## src/source/calc_cfg.svh

```systemverilog
`ifndef CALC_CFG_SVH
`define CALC_CFG_SVH

// datapath width of entry, accumulator and shown value
`define CALC_WIDTH 16

// consecutive aligned row samples needed to confirm a press
`define CALC_DEBOUNCE 10

// further digit keys are dropped once an entry has this many
`define CALC_MAX_DIGITS 4

// five digits reach 32768, the largest magnitude
`define CALC_BCD_DIGITS 5

`endif

```

## src/source/calc_pkg.sv

```systemverilog
package calc_pkg;

    typedef enum logic [2:0] {
        TK_DIGIT,                   // payload is a digit
        TK_OP,                      // payload is an operator
        TK_EQUAL,
        TK_NEG,                     // flip sign of entry
        TK_CLEAR
    } tok_kind_t;

    typedef enum logic [1:0] {
        OP_LOAD,                    // nothing pending, entry goes to acc
        OP_ADD,
        OP_SUB,
        OP_MUL
    } op_t;

    // one nibble, read as a digit or as an operator by token kind
    typedef union packed {
        logic [3:0] digit;          // 0..9
        struct packed {
            logic [1:0] pad;        // always zero
            op_t        code;
        } op;
    } tok_payload_u;

endpackage

```

## src/source/calc_execute.sv

```systemverilog
`include "calc_cfg.svh"

module calc_execute
    import calc_pkg::*;
(
    input  logic                          clk,
    input  logic                          nRST,
    input  logic                          tok_req,
    output logic                          tok_ack,
    input  tok_kind_t                     tok_kind,
    input  tok_payload_u                  tok_payload,
    output logic                          disp_req,
    input  logic                          disp_ack,
    output logic signed [`CALC_WIDTH-1:0] disp_value
);

    localparam int W    = `CALC_WIDTH;
    localparam int DC_W = $clog2(`CALC_MAX_DIGITS + 1);
    localparam int MC_W = $clog2(W);

    localparam logic [1:0] IDLE = 2'd0;
    localparam logic [1:0] MUL  = 2'd1;     // shift-add running
    localparam logic [1:0] SHOW = 2'd2;     // waiting on result stage
    localparam logic [1:0] DONE = 2'd3;     // tok_ack high

    logic [1:0]          state;
    logic signed [W-1:0] entry;
    logic signed [W-1:0] acc;
    op_t                 pending;
    logic [DC_W-1:0]     ndigits;
    logic [MC_W-1:0]     mcnt;
    logic [W-1:0]        mcand;             // acc, shifted left each step
    logic [W-1:0]        mplier;            // entry, shifted right each step
    logic [W-1:0]        prod;
    logic [W-1:0]        prod_next;
    logic signed [W-1:0] simple_res;        // add, sub or load
    logic signed [W-1:0] digit_entry;
    logic                room;
    logic                take;
    logic                mul_start;
    logic                mul_last;
    op_t                 next_op;

    assign take      = tok_req && !tok_ack && (state == IDLE);
    assign room      = (ndigits < DC_W'(`CALC_MAX_DIGITS));
    assign mul_start = take && (tok_kind == TK_OP || tok_kind == TK_EQUAL) &&
                       (pending == OP_MUL);
    assign mul_last  = (state == MUL) && (mcnt == MC_W'(W - 1));
    assign prod_next = mplier[0] ? prod + mcand : prod;
    assign next_op   = (tok_kind == TK_OP) ? tok_payload.op.code : OP_LOAD;

    assign digit_entry = room ? entry * W'(10) + W'(tok_payload.digit) : entry;

    always_comb begin
        case (pending)
            OP_ADD:  simple_res = acc + entry;
            OP_SUB:  simple_res = acc - entry;
            default: simple_res = entry;    // load, mul takes the iterative path
        endcase
    end

    always_ff @(posedge clk or negedge nRST) begin
        if (!nRST) begin
            state    <= IDLE;
            entry    <= '0;
            acc      <= '0;
            pending  <= OP_LOAD;
            ndigits  <= '0;
            mcnt     <= '0;
            tok_ack  <= 1'b0;
            disp_req <= 1'b0;
        end else begin
            case (state)
                IDLE: begin
                    if (take) begin
                        case (tok_kind)
                            TK_DIGIT: begin
                                entry <= digit_entry;
                                if (room)
                                    ndigits <= ndigits + 1'b1;
                            end
                            TK_NEG:   entry <= -entry;
                            TK_CLEAR: begin
                                entry   <= '0;
                                acc     <= '0;
                                pending <= OP_LOAD;
                                ndigits <= '0;
                            end
                            default: begin          // operator or equals
                                if (pending != OP_MUL)
                                    acc <= simple_res;
                                pending <= next_op;
                                entry   <= '0;
                                ndigits <= '0;
                            end
                        endcase
                        mcnt <= '0;
                        if (mul_start) begin
                            state <= MUL;
                        end else begin
                            disp_req <= 1'b1;
                            state    <= SHOW;
                        end
                    end
                end
                MUL: begin
                    mcnt <= mcnt + 1'b1;
                    if (mul_last) begin
                        acc      <= prod_next;  // wrapped product
                        disp_req <= 1'b1;
                        state    <= SHOW;
                    end
                end
                SHOW: begin
                    if (disp_ack) begin
                        disp_req <= 1'b0;
                        tok_ack  <= 1'b1;
                        state    <= DONE;
                    end
                end
                default: begin
                    if (!tok_req && !disp_ack) begin
                        tok_ack <= 1'b0;
                        state   <= IDLE;
                    end
                end
            endcase
        end
    end

    always_ff @(posedge clk) begin
        if (mul_start) begin
            mcand  <= acc;
            mplier <= entry;
            prod   <= '0;
        end else if (state == MUL) begin
            mcand  <= mcand << 1;
            mplier <= mplier >> 1;
            prod   <= prod_next;
        end
        if (take) begin
            case (tok_kind)
                TK_DIGIT: disp_value <= digit_entry;
                TK_NEG:   disp_value <= -entry;
                TK_CLEAR: disp_value <= '0;
                default:  disp_value <= simple_res;  // replaced after a multiply
            endcase
        end else if (mul_last) begin
            disp_value <= prod_next;
        end
    end

endmodule

```

## src/source/calc_result.sv

```systemverilog
`include "calc_cfg.svh"

module calc_result (
    input  logic                            clk,
    input  logic                            nRST,
    input  logic                            disp_req,
    output logic                            disp_ack,
    input  logic signed [`CALC_WIDTH-1:0]   disp_value,
    output logic                            disp_neg,
    output logic [4*`CALC_BCD_DIGITS-1:0]   disp_bcd,     // digit 0 in low nibble
    output logic                            disp_update
);

    localparam int W    = `CALC_WIDTH;
    localparam int BW   = 4 * `CALC_BCD_DIGITS;
    localparam int SC_W = $clog2(W);

    localparam logic [1:0] IDLE = 2'd0;
    localparam logic [1:0] CONV = 2'd1;     // one bit per clock
    localparam logic [1:0] OUT  = 2'd2;
    localparam logic [1:0] HOLD = 2'd3;     // ack high until req drops

    logic [1:0]      state;
    logic [SC_W-1:0] scnt;
    logic [W-1:0]    mag;                   // unsigned, -32768 fits
    logic            neg_q;
    logic [BW-1:0]   bcd_sh;
    logic [BW-1:0]   bcd_adj;

    function automatic logic bcd_valid(input logic [BW-1:0] b);
        logic ok;
        ok = 1'b1;
        for (int d = 0; d < `CALC_BCD_DIGITS; d++) begin
            if (b[4*d +: 4] > 4'd9)
                ok = 1'b0;
        end
        return ok;
    endfunction

    always_comb begin                       // add 3 to digits of 5 and up
        bcd_adj = bcd_sh;
        for (int d = 0; d < `CALC_BCD_DIGITS; d++) begin
            if (bcd_sh[4*d +: 4] > 4'd4)
                bcd_adj[4*d +: 4] = bcd_sh[4*d +: 4] + 4'd3;
        end
    end

    always_ff @(posedge clk or negedge nRST) begin
        if (!nRST) begin
            state       <= IDLE;
            scnt        <= '0;
            disp_ack    <= 1'b0;
            disp_update <= 1'b0;
            disp_neg    <= 1'b0;
            disp_bcd    <= '0;
        end else begin
            case (state)
                IDLE: begin
                    if (disp_req && !disp_ack) begin
                        scnt  <= '0;
                        state <= CONV;
                    end
                end
                CONV: begin
                    scnt <= scnt + 1'b1;
                    if (scnt == SC_W'(W - 1))
                        state <= OUT;
                end
                OUT: begin
                    disp_neg    <= neg_q;
                    disp_bcd    <= bcd_sh;
                    disp_update <= 1'b1;    // pulses even if unchanged
                    disp_ack    <= 1'b1;
                    state       <= HOLD;
                end
                default: begin
                    disp_update <= 1'b0;
                    if (!disp_req) begin
                        disp_ack <= 1'b0;
                        state    <= IDLE;
                    end
                end
            endcase
        end
    end

    always_ff @(posedge clk) begin
        if (state == IDLE && disp_req && !disp_ack) begin
            neg_q  <= disp_value[W-1];
            mag    <= disp_value[W-1] ? W'(-disp_value) : W'(disp_value);
            bcd_sh <= '0;
        end else if (state == CONV) begin
            bcd_sh <= {bcd_adj[BW-2:0], mag[W-1]};   // msb first
            mag    <= mag << 1;
        end
    end

    // digits legal on every display update
    assert property (@(posedge clk) disable iff (!nRST)
        disp_update |-> bcd_valid(disp_bcd))
        else $error("bad BCD digit on display update");

endmodule

```

## src/source/calc_top.sv

```systemverilog
`include "calc_cfg.svh"

module calc_top
    import calc_pkg::*;
(
    input  logic                          clk,
    input  logic                          nRST,
    input  logic [3:0]                    row_in,
    output logic [3:0]                    col_out,
    output logic                          disp_neg,
    output logic [4*`CALC_BCD_DIGITS-1:0] disp_bcd,
    output logic                          disp_update
);

    logic                          key_req;
    logic                          key_ack;
    logic [3:0]                    key_code;
    logic                          tok_req;
    logic                          tok_ack;
    tok_kind_t                     tok_kind;
    tok_payload_u                  tok_payload;
    logic                          disp_req;
    logic                          disp_ack;
    logic signed [`CALC_WIDTH-1:0] disp_value;

    keypad_scan u_keypad_scan (
        .clk      (clk),
        .nRST     (nRST),
        .row_in   (row_in),
        .col_out  (col_out),
        .key_req  (key_req),
        .key_ack  (key_ack),
        .key_code (key_code)
    );

    key_decode u_key_decode (
        .clk         (clk),
        .nRST        (nRST),
        .key_req     (key_req),
        .key_ack     (key_ack),
        .key_code    (key_code),
        .tok_req     (tok_req),
        .tok_ack     (tok_ack),
        .tok_kind    (tok_kind),
        .tok_payload (tok_payload)
    );

    calc_execute u_calc_execute (
        .clk         (clk),
        .nRST        (nRST),
        .tok_req     (tok_req),
        .tok_ack     (tok_ack),
        .tok_kind    (tok_kind),
        .tok_payload (tok_payload),
        .disp_req    (disp_req),
        .disp_ack    (disp_ack),
        .disp_value  (disp_value)
    );

    calc_result u_calc_result (
        .clk         (clk),
        .nRST        (nRST),
        .disp_req    (disp_req),
        .disp_ack    (disp_ack),
        .disp_value  (disp_value),
        .disp_neg    (disp_neg),
        .disp_bcd    (disp_bcd),
        .disp_update (disp_update)
    );

endmodule

```

## src/source/key_decode.sv

```systemverilog
module key_decode
    import calc_pkg::*;
(
    input  logic         clk,
    input  logic         nRST,
    input  logic         key_req,
    output logic         key_ack,
    input  logic [3:0]   key_code,
    output logic         tok_req,
    input  logic         tok_ack,
    output tok_kind_t    tok_kind,
    output tok_payload_u tok_payload
);

    tok_kind_t    map_kind;
    tok_payload_u map_payload;
    logic         start;                // new key, both links idle

    assign start = key_req && !key_ack && !tok_req && !tok_ack;

    always_comb begin
        map_kind    = TK_DIGIT;
        map_payload = '0;
        case (key_code)
            4'd0, 4'd1, 4'd2:  map_payload.digit = key_code + 4'd1;
            4'd4, 4'd5, 4'd6:  map_payload.digit = key_code;
            4'd8, 4'd9, 4'd10: map_payload.digit = key_code - 4'd1;
            4'd13:             map_payload.digit = 4'd0;
            4'd3: begin
                map_kind = TK_OP;
                map_payload.op.code = OP_ADD;
            end
            4'd7: begin
                map_kind = TK_OP;
                map_payload.op.code = OP_SUB;
            end
            4'd11: begin
                map_kind = TK_OP;
                map_payload.op.code = OP_MUL;
            end
            4'd12:   map_kind = TK_EQUAL;
            4'd14:   map_kind = TK_CLEAR;
            default: map_kind = TK_NEG;     // key 15
        endcase
    end

    always_ff @(posedge clk or negedge nRST) begin
        if (!nRST) begin
            tok_req <= 1'b0;
            key_ack <= 1'b0;
        end else if (start) begin
            tok_req <= 1'b1;
        end else if (tok_req && tok_ack) begin
            tok_req <= 1'b0;                // scan ack follows execute ack
            key_ack <= 1'b1;
        end else if (key_ack && !key_req) begin
            key_ack <= 1'b0;
        end
    end

    always_ff @(posedge clk) begin
        if (start) begin
            tok_kind    <= map_kind;
            tok_payload <= map_payload;
        end
    end

    // execute must have closed the previous token
    assert property (@(posedge clk) disable iff (!nRST)
        $rose(tok_req) |-> !tok_ack)
        else $error("tok_req rose while tok_ack still high");

endmodule

```

## src/source/keypad_scan.sv

```systemverilog
`include "calc_cfg.svh"

module keypad_scan (
    input  logic       clk,
    input  logic       nRST,
    input  logic [3:0] row_in,          // pulled up, low on a pressed key
    output logic [3:0] col_out,         // one column driven low
    output logic       key_req,
    input  logic       key_ack,
    output logic [3:0] key_code         // row * 4 + column
);

    localparam int DB_W = $clog2(`CALC_DEBOUNCE + 1);

    localparam logic [1:0] SCAN     = 2'd0;
    localparam logic [1:0] DEBOUNCE = 2'd1;
    localparam logic [1:0] REQUEST  = 2'd2;
    localparam logic [1:0] RELEASE  = 2'd3;

    logic [1:0]      state;
    logic [1:0]      col;               // column currently driven
    logic [1:0]      col_d1;            // column history, tracks the synchronizer
    logic [1:0]      col_d2;
    logic [3:0]      row_meta;
    logic [3:0]      row_sync;
    logic [DB_W-1:0] db_cnt;
    logic            pressed;           // any synced row low
    logic            aligned;           // synced rows belong to the driven column
    logic            confirm;           // last debounce sample seen
    logic [1:0]      row_idx;

    always_comb begin
        col_out = 4'b1111;
        col_out[col] = 1'b0;
    end

    assign pressed = ~&row_sync;
    assign aligned = (col_d2 == col);
    assign confirm = (state == DEBOUNCE) && aligned && pressed &&
                     (db_cnt == DB_W'(`CALC_DEBOUNCE - 1));

    always_comb begin                   // lowest low row wins
        row_idx = 2'd0;
        for (int r = 3; r >= 0; r--) begin
            if (!row_sync[r])
                row_idx = 2'(r);
        end
    end

    always_ff @(posedge clk or negedge nRST) begin
        if (!nRST) begin
            row_meta <= 4'hF;           // released
            row_sync <= 4'hF;
            col_d1   <= 2'd0;
            col_d2   <= 2'd0;
        end else begin
            row_meta <= row_in;
            row_sync <= row_meta;
            col_d1   <= col;            // same two stages as the rows
            col_d2   <= col_d1;
        end
    end

    always_ff @(posedge clk or negedge nRST) begin
        if (!nRST) begin
            state   <= SCAN;
            col     <= 2'd0;
            db_cnt  <= '0;
            key_req <= 1'b0;
        end else begin
            case (state)
                SCAN: begin
                    if (pressed) begin
                        col    <= col_d2;   // lock on the column that gave the low row
                        db_cnt <= '0;
                        state  <= DEBOUNCE;
                    end else begin
                        col <= col + 2'd1;
                    end
                end
                DEBOUNCE: begin
                    if (!aligned) begin
                        db_cnt <= '0;       // pipeline still holds older columns
                    end else if (!pressed) begin
                        state <= SCAN;      // bounce, start over
                    end else if (confirm) begin
                        key_req <= 1'b1;
                        state   <= REQUEST;
                    end else begin
                        db_cnt <= db_cnt + 1'b1;
                    end
                end
                REQUEST: begin
                    if (key_ack) begin
                        key_req <= 1'b0;
                        state   <= RELEASE;
                    end
                end
                default: begin              // RELEASE
                    if (!pressed && !key_ack)
                        state <= SCAN;      // all rows high again
                end
            endcase
        end
    end

    always_ff @(posedge clk) begin
        if (confirm)
            key_code <= {row_idx, col};
    end

    // code and request hold until decode acknowledges
    assert property (@(posedge clk) disable iff (!nRST)
        key_req && !key_ack |=> key_req && $stable(key_code))
        else $error("key_code or key_req moved before key_ack");

endmodule
```

## config.mk

```make
export PLATFORM = sky130hd
export DESIGN_NAME = calc_top
export DESIGN_NICKNAME = d
export VERILOG_FILES = /design/src/source/calc_pkg.sv /design/src/source/calc_execute.sv /design/src/source/calc_result.sv /design/src/source/calc_top.sv /design/src/source/key_decode.sv /design/src/source/keypad_scan.sv
export VERILOG_INCLUDE_DIRS = /design/src /design/src/source
export SDC_FILE = /design/constraint.sdc
export NUM_CORES = 1
export LEC_CHECK = 0
export ABC_AREA = 1
export BUFFER_PORTS_ARGS = -buffer_cell sky130_fd_sc_hd__buf_2
export CORE_AREA = 2 2 181 112
export CTS_BUF_LIST = sky130_fd_sc_hd__clkbuf_2 sky130_fd_sc_hd__clkbuf_4 sky130_fd_sc_hd__clkbuf_8
export CTS_CLUSTER_DIAMETER = 150
export DETAILED_ROUTE_END_ITERATION = 16
export DIE_AREA = 0 0 183 114
export PLACE_DENSITY_LB_ADDON = 0.05
export SLEW_MARGIN = 0
export SYNTH_ARGS = -nofsm -noshare
export SYNTH_HDL_FRONTEND = slang
export SYNTH_SLANG_ARGS = --single-unit
export TNS_END_PERCENT = 1
```

## constraint.sdc

```tcl
create_clock -name clk -period 6.9 [get_ports clk]
set_input_delay 1.38 -clock clk [delete_from_list [all_inputs] [get_ports clk]]
set_output_delay 1.38 -clock clk [all_outputs]
set_load 0.01 [all_outputs]
```

# == Word level (Yosys, flattened, before mapping) ==
# Cells that the tools add are included.
# W data, S select, Z words.
# word_totals
ff_bits,209
# classes
addsub,18
multipliers,1
order_cmp,8
n_eq_ne,51
mux,82
bitwise,6
reduce_logical,69
# ops
cell,count
$mux W16,13
$pmux W16 S2,4
$pmux W16 S3,1
$eq A4 B4 Y1 const B,10
$mux W4,10
$mux W2,18
$add A16 B16 Y16,2
$neg A16 Y16,2
$pmux W2 S3,4
$pmux W4 S2,3
$gt A4 B3 Y1 const B,5
$ne A2 B1 Y1 const B,10
$reduce_and A5 Y1,4
$reduce_bool A2 Y1,10
$logic_and A1 B1 Y1,19
$mux W1,17
$add A16 B4 Y16,1
$add A4 B1 Y4 const B,4
$add A4 B2 Y4 const B,4
$eq A4 B3 Y1 const B,4
$mul A16 B3 Y15 const B,1
$reduce_and A4 Y1,4
$sub A16 B16 Y16,1
$pmux W2 S6,1
40 further kinds,83

# == Depth between registers and ports, before layout ==
# Gate-level depths: netlist of the first run.
# logic_depth
ltp_word,8
mapped_depth,24
depth_no_buf,24

# == Modules after synthesis ==
# Synthesis of the first run repeated with hierarchy kept, for this count alone.
# unflattened
cells_unflattened,1760
area_unflattened_um2,13429.1
# modules_own_cells
mod,instances,cells_each,area_each_um2,seq_area_each_um2
calc_execute,1,1178,8398.1,2887.8
calc_result,1,407,3325.7,1636.6
keypad_scan,1,117,1201.2,655.6
key_decode,1,58,504.2,260.2

# == Worst setup path after synthesis of the first run ==
# No wires, ideal clock.
# synth_path
kind,reg-to-reg
startpoint,register u_calc_execute.entry[1]
endpoint,register u_calc_execute.disp_value[13] (data pin)
t_arrival_ns,2.858
setup_slack_ns,3.786
stages_incl_launch_ff,25
synth_period_minus_slack_ns,3.114
cell_sequence,dfrtp_1 inv_2 ha_1 nand2_1 nor2_2 nand3_1 nor2_1 nand2_1 inv_1 nand2_2 nor2_1 xor2_1 nand2_1 o21ai_0 ha_1 a21oi_1 o21ai_0 a21oi_1 nand2_1 nand2_1 nand3_1 o21ai_0 nor2_1 o21ai_1 nand2_1
# synth_via
elab_chain_len,5
# synth_rtl
element,line_no,text
from (decl),calc_execute.sv:27,logic signed [W-1:0] entry;
from (signal assigned),calc_execute.sv:78,entry <= digit_entry;
from (signal assigned),calc_execute.sv:82,TK_NEG: entry <= -entry;
$mul A16 B3 Y15,calc_execute.sv:52,assign digit_entry = room ? entry * W'(10) + W'(tok_payload.digit) : entry;
$add A16 B4 Y16,calc_execute.sv:52,
$mux W16,calc_execute.sv:52,
$pmux W16 S3 *,calc_execute.sv:142,case (tok_kind)
$mux W16 *,calc_execute.sv:141,if (take) begin
to (signal assigned),calc_execute.sv:143,TK_DIGIT: disp_value <= digit_entry;
to (signal assigned),calc_execute.sv:144,TK_NEG: disp_value <= -entry;
to (signal assigned),calc_execute.sv:146,default: disp_value <= simple_res;
to (decl),calc_execute.sv:14,output logic signed [`CALC_WIDTH-1:0] disp_value
# Mark *: on every way between the ends. The rest lies on a longest branch, timed or not.
# A chain may end at the register's enable or synchronous reset.

# == Worst setup path after layout of the first run ==
# layout_path
startpoint,register u_calc_execute.pending[0]
endpoint,register u_calc_execute.disp_value[13] (data pin)
# layout_via
elab_chain_len,4
# layout_rtl
element,line_no,text
from (decl),calc_execute.sv:29,op_t pending;
from (signal assigned),calc_execute.sv:92,pending <= next_op;
$eq A2 B2 Y1 or $eq A2 B1 Y1 (tied branches),calc_execute.sv:55,case (pending)
$pmux W16 S2 *,calc_execute.sv:55,
$pmux W16 S3 *,calc_execute.sv:142,
$mux W16 *,calc_execute.sv:141,
# Marked as above.

==> impl_metrics.toml, run 1 <==
[yosys]
synth-compound-area-share = 0.161
netlist_instances = 1672
synth_edf_count = 76
synthesis.area_sq_mm = 0.0132
ys_ff_latch = 209
syn_avg_cell_area_sq_um = 7.89
synthXorXnorAreaFrac = 0.0306
async_reset_ff_frac = 0.464
post_synth_fa_ha_maj_area_fraction = 0.0915
synth-simple-area-share = 0.225
synth_top_family_by_area = "simple AND/OR/NAND/NOR gates"
synth_cell_type_count = 63
ys_warn_count = 0
ys_seq_area_frac = 0.413
yosys-mux-area-fraction = 0.00323
syn-num-nets = 1772
ys.flop_type = "dfrtp_1"

[timing]
min_period_over_period = 0.594
layout_setup_ws_ns = 2.80
final_hold_viol_count = 0
relSlewSlack = 0.239
clock_skew_ns = 0.0232
rsz0062_at_grt = "no"
whs_ns = 0.345
final_max_slew_viol_count = 0
fin_crit_ns = 4.10
worst_slew_pin_slew_ns = 1.13
setup_violations = 0
clock.fmax_mhz = 244
setup_tns_ns = 0

[global_route]
grt_pass1_vias = 10800
grt_max_degree = 59
gr-usage-all-layers = 0.332
grt_pass1_wl_microns = 55400
gr-total-overflow = 0
antenna_found_initial = 0

[clocking]
clk_pin_slew_ns = 0.07
holdBufCountCts = 0
clock_tree.root_cell = "clkbuf_8"
clock_sinks = 209
cts_made_buffers = 31
cts_tree = "built"
htreeDepth = 1
cts_resized = 0
clockBufferDepth = 3
post_cts_buffers = 0
clk_latency_ns = 0.60

[die]
start_util = 0.679
dieArea_sq_mm = 0.0209
placementRows = 40
die_x_microns = 183
io_pins = 32
core_sq_mm = 0.0194
dieHeight_microns = 114

[hold_path]
min_to = "u_keypad_scan.col_d2[0]$_DFF_PN0_"
hold_path_depth = 0
hold_class = "reg -> reg"
hp-start = "u_keypad_scan.col_d1[0]$_DFF_PN0_"

[power]
ir_worst_vdd_mv = 0.328
power_mw = 6.66
power_leakage_nw = 6.75
p_per_area_mw_per_mm2 = 467

[setup_path]
cpMostUsedCell = "nand2_1"
rrSetupSlack_ns = 2.80
cp.required_ns = 7.20
path_class = "reg -> reg"
critPathArrivalTime_ns = 4.40
worst_setup_path_end_kind = "register"
slowest_stage = "clkinv_1"
rr_startpoint = "u_calc_execute.pending[0]$_DFFE_PN0P_"
reg2regPathDepth = 17
crit_fanout = 19
reg2reg_to = "u_calc_execute.disp_value[13]$_DFFE_PP_"
path_cells = "inv_1 > ha_1 > clkinv_1 > nand2_1 > o21ai_0 > ha_1 > nand3b_1 > nand2_1 > nand2_1 > a31oi_1 > nand3_1 > nand3_1 > nand3_1 > o21ai_0 > nor2_1 > o21ai_1 > nand2_1"
slowest_delay_ns = 0.55
start_kind = "register"

[layout]
layout_common_cells = "382 x nand2_1, 201 x inv_1, 157 x o21ai_0"
seqCellArea_sq_mm = 0.00544
stdcell_count = 1980
drive_gt1_frac = 0.103
multi_input_area_sq_mm = 0.00674
final_common_cell = "nand2_1"
area_growth_pct = 8.05
fillers = 1527
num_antenna_cells = 0
nNetsFinal = 1803

[drt]
via_per_inst = 5.88
postRouteAntennaNets = 0
wl_per_cell_microns = 17.1
drtPass1Iterations = 5
drtIter0Drc = 1324
num_vias = 11600
wl_microns = 33800
drc = 0

[place]
port_buffers = 31
dp_hpwl_microns = 25400
post-place-cells = 1922
finalWeightedCongestion = 1.03
post-place-ws_ns = 2.95

[job]
max_cap_viol_count = 0

[run_status]
outcome = "finished, final reports clean"
==> Yosys cell counts, types with 3 or more instances <==
library cell	instances	area [sq um]
clkbuf_1	27	101
a22oi_1	3	22.5
o32ai_1	4	35.0
fa_1	4	80.1
nand2_1	382	1430
buf_2	14	70.1
nand2_2	14	87.6
xnor2_1	12	105
o21ai_1	12	60.1
nor3_1	18	90.1
o21bai_1	3	22.5
nor2_2	10	62.6
inv_2	14	52.6
nand3_1	83	415
dfxtp_1	36	721
edfxtp_1	76	2280
nand3_2	5	50.1
clkinv_1	3	11.3
nand4_1	17	106
a32oi_1	6	52.6
o31ai_1	4	30.0
nand3b_1	8	60.1
o21a_1	4	30.0
o21ai_0	158	791
a31oi_1	16	100
ha_1	90	1130
o22ai_1	37	231
or2_2	10	62.6
a211oi_1	3	22.5
a21boi_0	3	22.5
nor2_1	127	477
inv_1	201	754
dfrtp_1	89	2230
nor3_2	3	30.0
a21oi_1	95	475
o211ai_1	7	52.6
o221ai_1	4	35.0
dfstp_2	8	210
xor2_1	29	254
==> layer usage <==
metal	share of wire	routed length (microns)	vias to the layer above	track usage
met2	0.39	13000	550	0.468
met1	0.49	16600	5339	0.525
met5	0	0	-	0
met4	0.018	621	0	0.0640
met3	0.10	3510	58	0.0712
li1	-	-	5688	-
==> critical path, delay by kind of cell (launching register included) <==
| family | cells | cell delay [ns] |
|---|---|---|
| adders and majority gates | 2 | 0.86 |
| and+or+nand+nor | 9 | 1.18 |
| DFF | 1 | 0.38 |
| buffers and inverters | 2 | 0.63 |
| AOI/OAI and AO/OA | 4 | 0.76 |
==> registers in the layout, summed over array words and instances, names as in the netlist, 16 cells and up <==
signal / count
u_calc_result.disp_bcd: 20
u_calc_execute.mplier: 16
u_calc_execute.prod: 16
u_calc_execute.disp_value: 16
u_calc_execute.acc: 16
u_calc_execute.mcand: 16
u_calc_result.bcd_sh: 20
u_calc_result.mag: 16
u_calc_execute.entry: 16
==> power by group <==
group | total (mW) | switching [mW] | internal, mW | leakage, nW
combinational | 3.49 | 2.29 | 1.20 | 4.16
sequential | 2.05 | 0.284 | 1.77 | 2.23
clock | 1.12 | 0.509 | 0.607 | 0.364
total | 6.66 | 3.08 | 3.58 | 6.75
==> metrics by stage <==
step | util | cell area [sq um]
after global placement | 0.698 | 13600
final | 0.734 | 14200
after floorplan | - | 13200
after global routing | 0.734 | 14200
after detailed placement | 0.698 | 13600
after CTS | 0.734 | 14200
==> cell families (layout without fill, tap and decap cells) <==
kind of cell / after synthesis / count (layout)
mux: 4 / 4
xor+xnor: 43 / 43
fa+ha+maj: 94 / 94
compound gates: 375 / 375
flops: 209 / 209
buf+inv: 262 / 318
simple gates: 685 / 685
==> final cells by class <==
type | count | area share
timing repair buffer | 42 | 0.0169
tap | 252 | 0.0221
sequential | 209 | 0.382
multi-input combinational | 1201 | 0.473
clock inverter | 8 | 0.00492
clock buffer | 50 | 0.0435
inverter | 218 | 0.0574
==> worst max-delay path by stage <==
| stage | startpoint | to | slack (ns) | cells after the start |
|---|---|---|---|---|
| 6_report | u_calc_execute.pending[0]$_DFFE_PN0P_ | u_calc_execute.disp_value[13]$_DFFE_PP_ | 2.80 | 17 |
| 5_1_grt | u_calc_execute.pending[0]$_DFFE_PN0P_ | u_calc_execute.disp_value[13]$_DFFE_PP_ | 2.44 | 17 |
| 4_1_cts | u_calc_execute.pending[0]$_DFFE_PN0P_ | u_calc_execute.disp_value[13]$_DFFE_PP_ | 2.93 | 17 |
| 3_5_place_dp | u_calc_execute.pending[0]$_DFFE_PN0P_ | u_calc_execute.disp_value[13]$_DFFE_PP_ | 2.95 | 17 |
| 3_3_place_gp | u_calc_execute.pending[0]$_DFFE_PN0P_ | u_calc_execute.disp_value[13]$_DFFE_PP_ | 3.10 | 17 |
| 2_1_floorplan | u_calc_execute.entry[1]$_DFFE_PN0P_ | u_calc_execute.disp_value[13]$_DFFE_PP_ | 3.79 | 24 |
Note: power is estimated with default switching activity, not from simulation.
==> run 2: changes to the inputs <==
--- a/config.mk
+++ b/config.mk
@@ -6,13 +6,13 @@
 export SDC_FILE = /design/constraint.sdc
 export NUM_CORES = 1
 export LEC_CHECK = 0
-export ABC_AREA = 1
+export ABC_AREA = 0
 export BUFFER_PORTS_ARGS = -buffer_cell sky130_fd_sc_hd__buf_2
-export CORE_AREA = 2 2 181 112
+export CORE_AREA = 2 2 187 115
 export CTS_BUF_LIST = sky130_fd_sc_hd__clkbuf_2 sky130_fd_sc_hd__clkbuf_4 sky130_fd_sc_hd__clkbuf_8
 export CTS_CLUSTER_DIAMETER = 150
 export DETAILED_ROUTE_END_ITERATION = 16
-export DIE_AREA = 0 0 183 114
+export DIE_AREA = 0 0 189 117
 export PLACE_DENSITY_LB_ADDON = 0.05
 export SLEW_MARGIN = 0
 export SYNTH_ARGS = -nofsm -noshare
==> constraint.sdc (replaced) <==
create_clock -name clk -period 3.9 [get_ports clk]
set_input_delay 0.78 -clock clk [delete_from_list [all_inputs] [get_ports clk]]
set_output_delay 0.78 -clock clk [all_outputs]
set_load 0.01 [all_outputs]
==> run 2 against run 1 <==
Clock-buffer cell count is 1 higher; non-clock buffer count is 36 higher; via count is 6.4% lower; cell area is 3.1% higher; critical path depth is 1 lower; critical path type unchanged; critical endpoint is now u_calc_execute.disp_value[15]$_DFFE_PP_.
==> impl_metrics.toml, run 2 <==
[yosys]
synth.most_common_cell = "nand2_1"
ys_warn_count = 0
netlist_instances = 1407
syn_avg_cell_area_sq_um = 9.43
async_reset_ff_frac = 0.464
synthesis.area_sq_mm = 0.0133
synth_top_area_frac = 0.172
ys_seq_area_frac = 0.410
ys.flop_type = "dfrtp_1"
ys_ff_latch = 209
ys_top_cells_by_area = "edfxtp_1 17%, dfrtp_1 17%, ha_1 8.5%"
synth_cell_type_count = 83
syn-num-nets = 1507
synth_edf_count = 76
yosysTopAreaCell = "edfxtp_1"
synth_common_cells = "152 x nand2_1, 127 x nor2_1, 111 x o21ai_0, 90 x ha_1, 89 x dfrtp_1"

[layout]
multi_input_area_sq_mm = 0.00743
seqCellArea_sq_mm = 0.00544
area_growth_pct = 10.7
fillers = 1583
reg_top3 = "u_calc_result.bcd_sh x20, u_calc_result.disp_bcd x20"
nNetsFinal = 1553
num_antenna_cells = 0
final_common_cell = "nand2_1"
drive_gt1_frac = 0.171
finish.instance_area_sq_mm = 0.0147
layout_common_cells = "151 x nand2_1, 126 x nor2_1, 109 x o21ai_0"

[die]
dieHeight_microns = 117
placementRows = 41
io_pins = 32
die_x_microns = 189
core_sq_mm = 0.0206
dieArea_sq_mm = 0.0221
start_util = 0.645

[timing]
min_period_over_period = 0.964
setup_tns_ns = 0
layout_setup_ws_ns = 0.140
clock.fmax_mhz = 266
worst_slew_pin_slew_ns = 1.25
final_max_slew_viol_count = 0
relSlewSlack = 0.157
clock_skew_ns = 0.0158
fin_crit_ns = 3.76
setup_violations = 0
rsz0062_at_grt = "yes"
final_hold_viol_count = 0

[setup_path]
start_kind = "register"
worst_setup_path_end_kind = "register"
path_cells = "inv_2 > ha_4 > nor3b_4 > buf_6 > nand2_1 > or3_4 > nand2_4 > xor2_2 > ha_2 > or3_4 > or2_2 > o211ai_1 > a21oi_2 > o31a_1 > o31ai_1 > a21oi_1"
critPathArrivalTime_ns = 4.03
reg2regPathDepth = 16
slowest_stage = "dfrtp_2"
cp.required_ns = 4.17
path_class = "reg -> reg"
cpMostUsedCell = "or3_4"
crit_fanout = 5
slowest_delay_ns = 0.44

[place]
dp_hpwl_microns = 23000
finalWeightedCongestion = 0.952
port_buffers = 31
place_area_sq_mm = 0.0138
post-place-ws_ns = 0.127

[global_route]
antenna_found_initial = 0
grt_pass1_wl_microns = 53300
gr-usage-all-layers = 0.300
gr-total-overflow = 0
grt_pass1_vias = 10300
grt_max_degree = 69

[clocking]
clockBufferDepth = 3
clk_pin_slew_ns = 0.07
cts_tree = "built"
cts_made_buffers = 34
clk_latency_ns = 0.54
clock_tree.root_cell = "clkbuf_8"
clock_sinks = 209
htreeDepth = 2

[drt]
wl_microns = 32200
num_vias = 10900
postRouteAntennaNets = 0
wl_per_cell_microns = 18.3
drtPass1Iterations = 5
drtIter0Drc = 969
drc = 0
via_per_inst = 6.19

[job]
max_cap_viol_count = 0

[hold_path]
hold_path_depth = 1
hold_class = "in -> reg"

[run_status]
outcome = "finished, final reports clean"
==> run 2: changes by cell type after synthesis, moves of 20 or more <==
cell      delta
nand3_1     -63
nand2_1    -230
inv_1      -134
mux2i_1     +21
xnor2_1     +31
or3_1       +20
mux2_2      +57
a21oi_1     -24
o22ai_1     -31
clkbuf_1    +29
o21ai_0     -47
==> run 2: per-stage QoR <==
| stage | std cells | util | hold slack [ns] |
|---|---|---|---|
| 3_5_place_dp | 1689 | 0.673 | 0.339 |
| 4_1_cts | 1751 | 0.707 | 0.322 |
| 3_3_place_gp | 1689 | 0.673 | 0.332 |
| 6_report | 1758 | 0.714 | 0.340 |
| 2_1_floorplan | 1407 | - | 0.331 |
| 5_1_grt | 1758 | 0.714 | 0.323 |
==> run 2: metal layers <==
metal  GRT usage  part of all wire
met5      0.0235            0.0022
met1       0.457              0.50
met4      0.0776             0.017
met3      0.0599             0.073
met2       0.432              0.41
==> run 2: area by class of cell <==
class	instances	area share
inverters	67	0.0171
clock inverters	11	0.00477
multi-input cells	1063	0.506
flip-flops and latches	209	0.370
repair buffers	78	0.0350
well taps	279	0.0238
clock buffers	51	0.0431
==> run 2: repair_timing <==
action | 4_1_cts | 5_1_grt
setup buffers | 0 | 7
resized for setup | 0 | 23
setup endpoints to repair | 0 | 6
hold buffers | 0 | 0
==> run 2: critical path: cells and delay by family, from the launching register on <==
kind | cells | cell delay, ns
xor+xnor | 1 | 0.07
flops | 1 | 0.44
simple gates | 6 | 1.40
fa+ha+maj | 2 | 0.31
buf+inv | 2 | 0.22
compound gates | 5 | 1.05
==> run 2: logic make-up after synthesis <==
logic type	after synthesis	synth area share
buffers and inverters	135	0.0385
XOR/XNOR	65	0.0429
multiplexers	82	0.0674
AND/OR/NAND/NOR	446	0.159
flip-flops	209	0.410
AO/OA/AOI/OAI	376	0.192
adder cells (fa/ha/maj)	94	0.0909
==> run 2: path summary, 6_finish.rpt <==
check,start,to,slack [ns]
worst max register to register,u_calc_execute.entry[1]$_DFFE_PN0P_,u_calc_execute.disp_value[15]$_DFFE_PP_,0.14
worst min register to register,u_keypad_scan.col_d1[0]$_DFF_PN0_,u_keypad_scan.col_d2[0]$_DFF_PN0_,0.35
min in group asynchronous,nRST,u_calc_execute.entry[11]$_DFFE_PN0P_,0.41
worst max-delay path,u_calc_execute.entry[1]$_DFFE_PN0P_,u_calc_execute.disp_value[15]$_DFFE_PP_,0.14
worst min-delay path,row_in[3],u_keypad_scan.row_meta[3]$_DFF_PN1_,0.34
max in group asynchronous,nRST,u_keypad_scan.row_sync[2]$_DFF_PN1_,2.59
Power of run 2 is left out: the tool's default activity adds up to more than one toggle a clock period on the data nets, which glitch-free logic cannot reach.
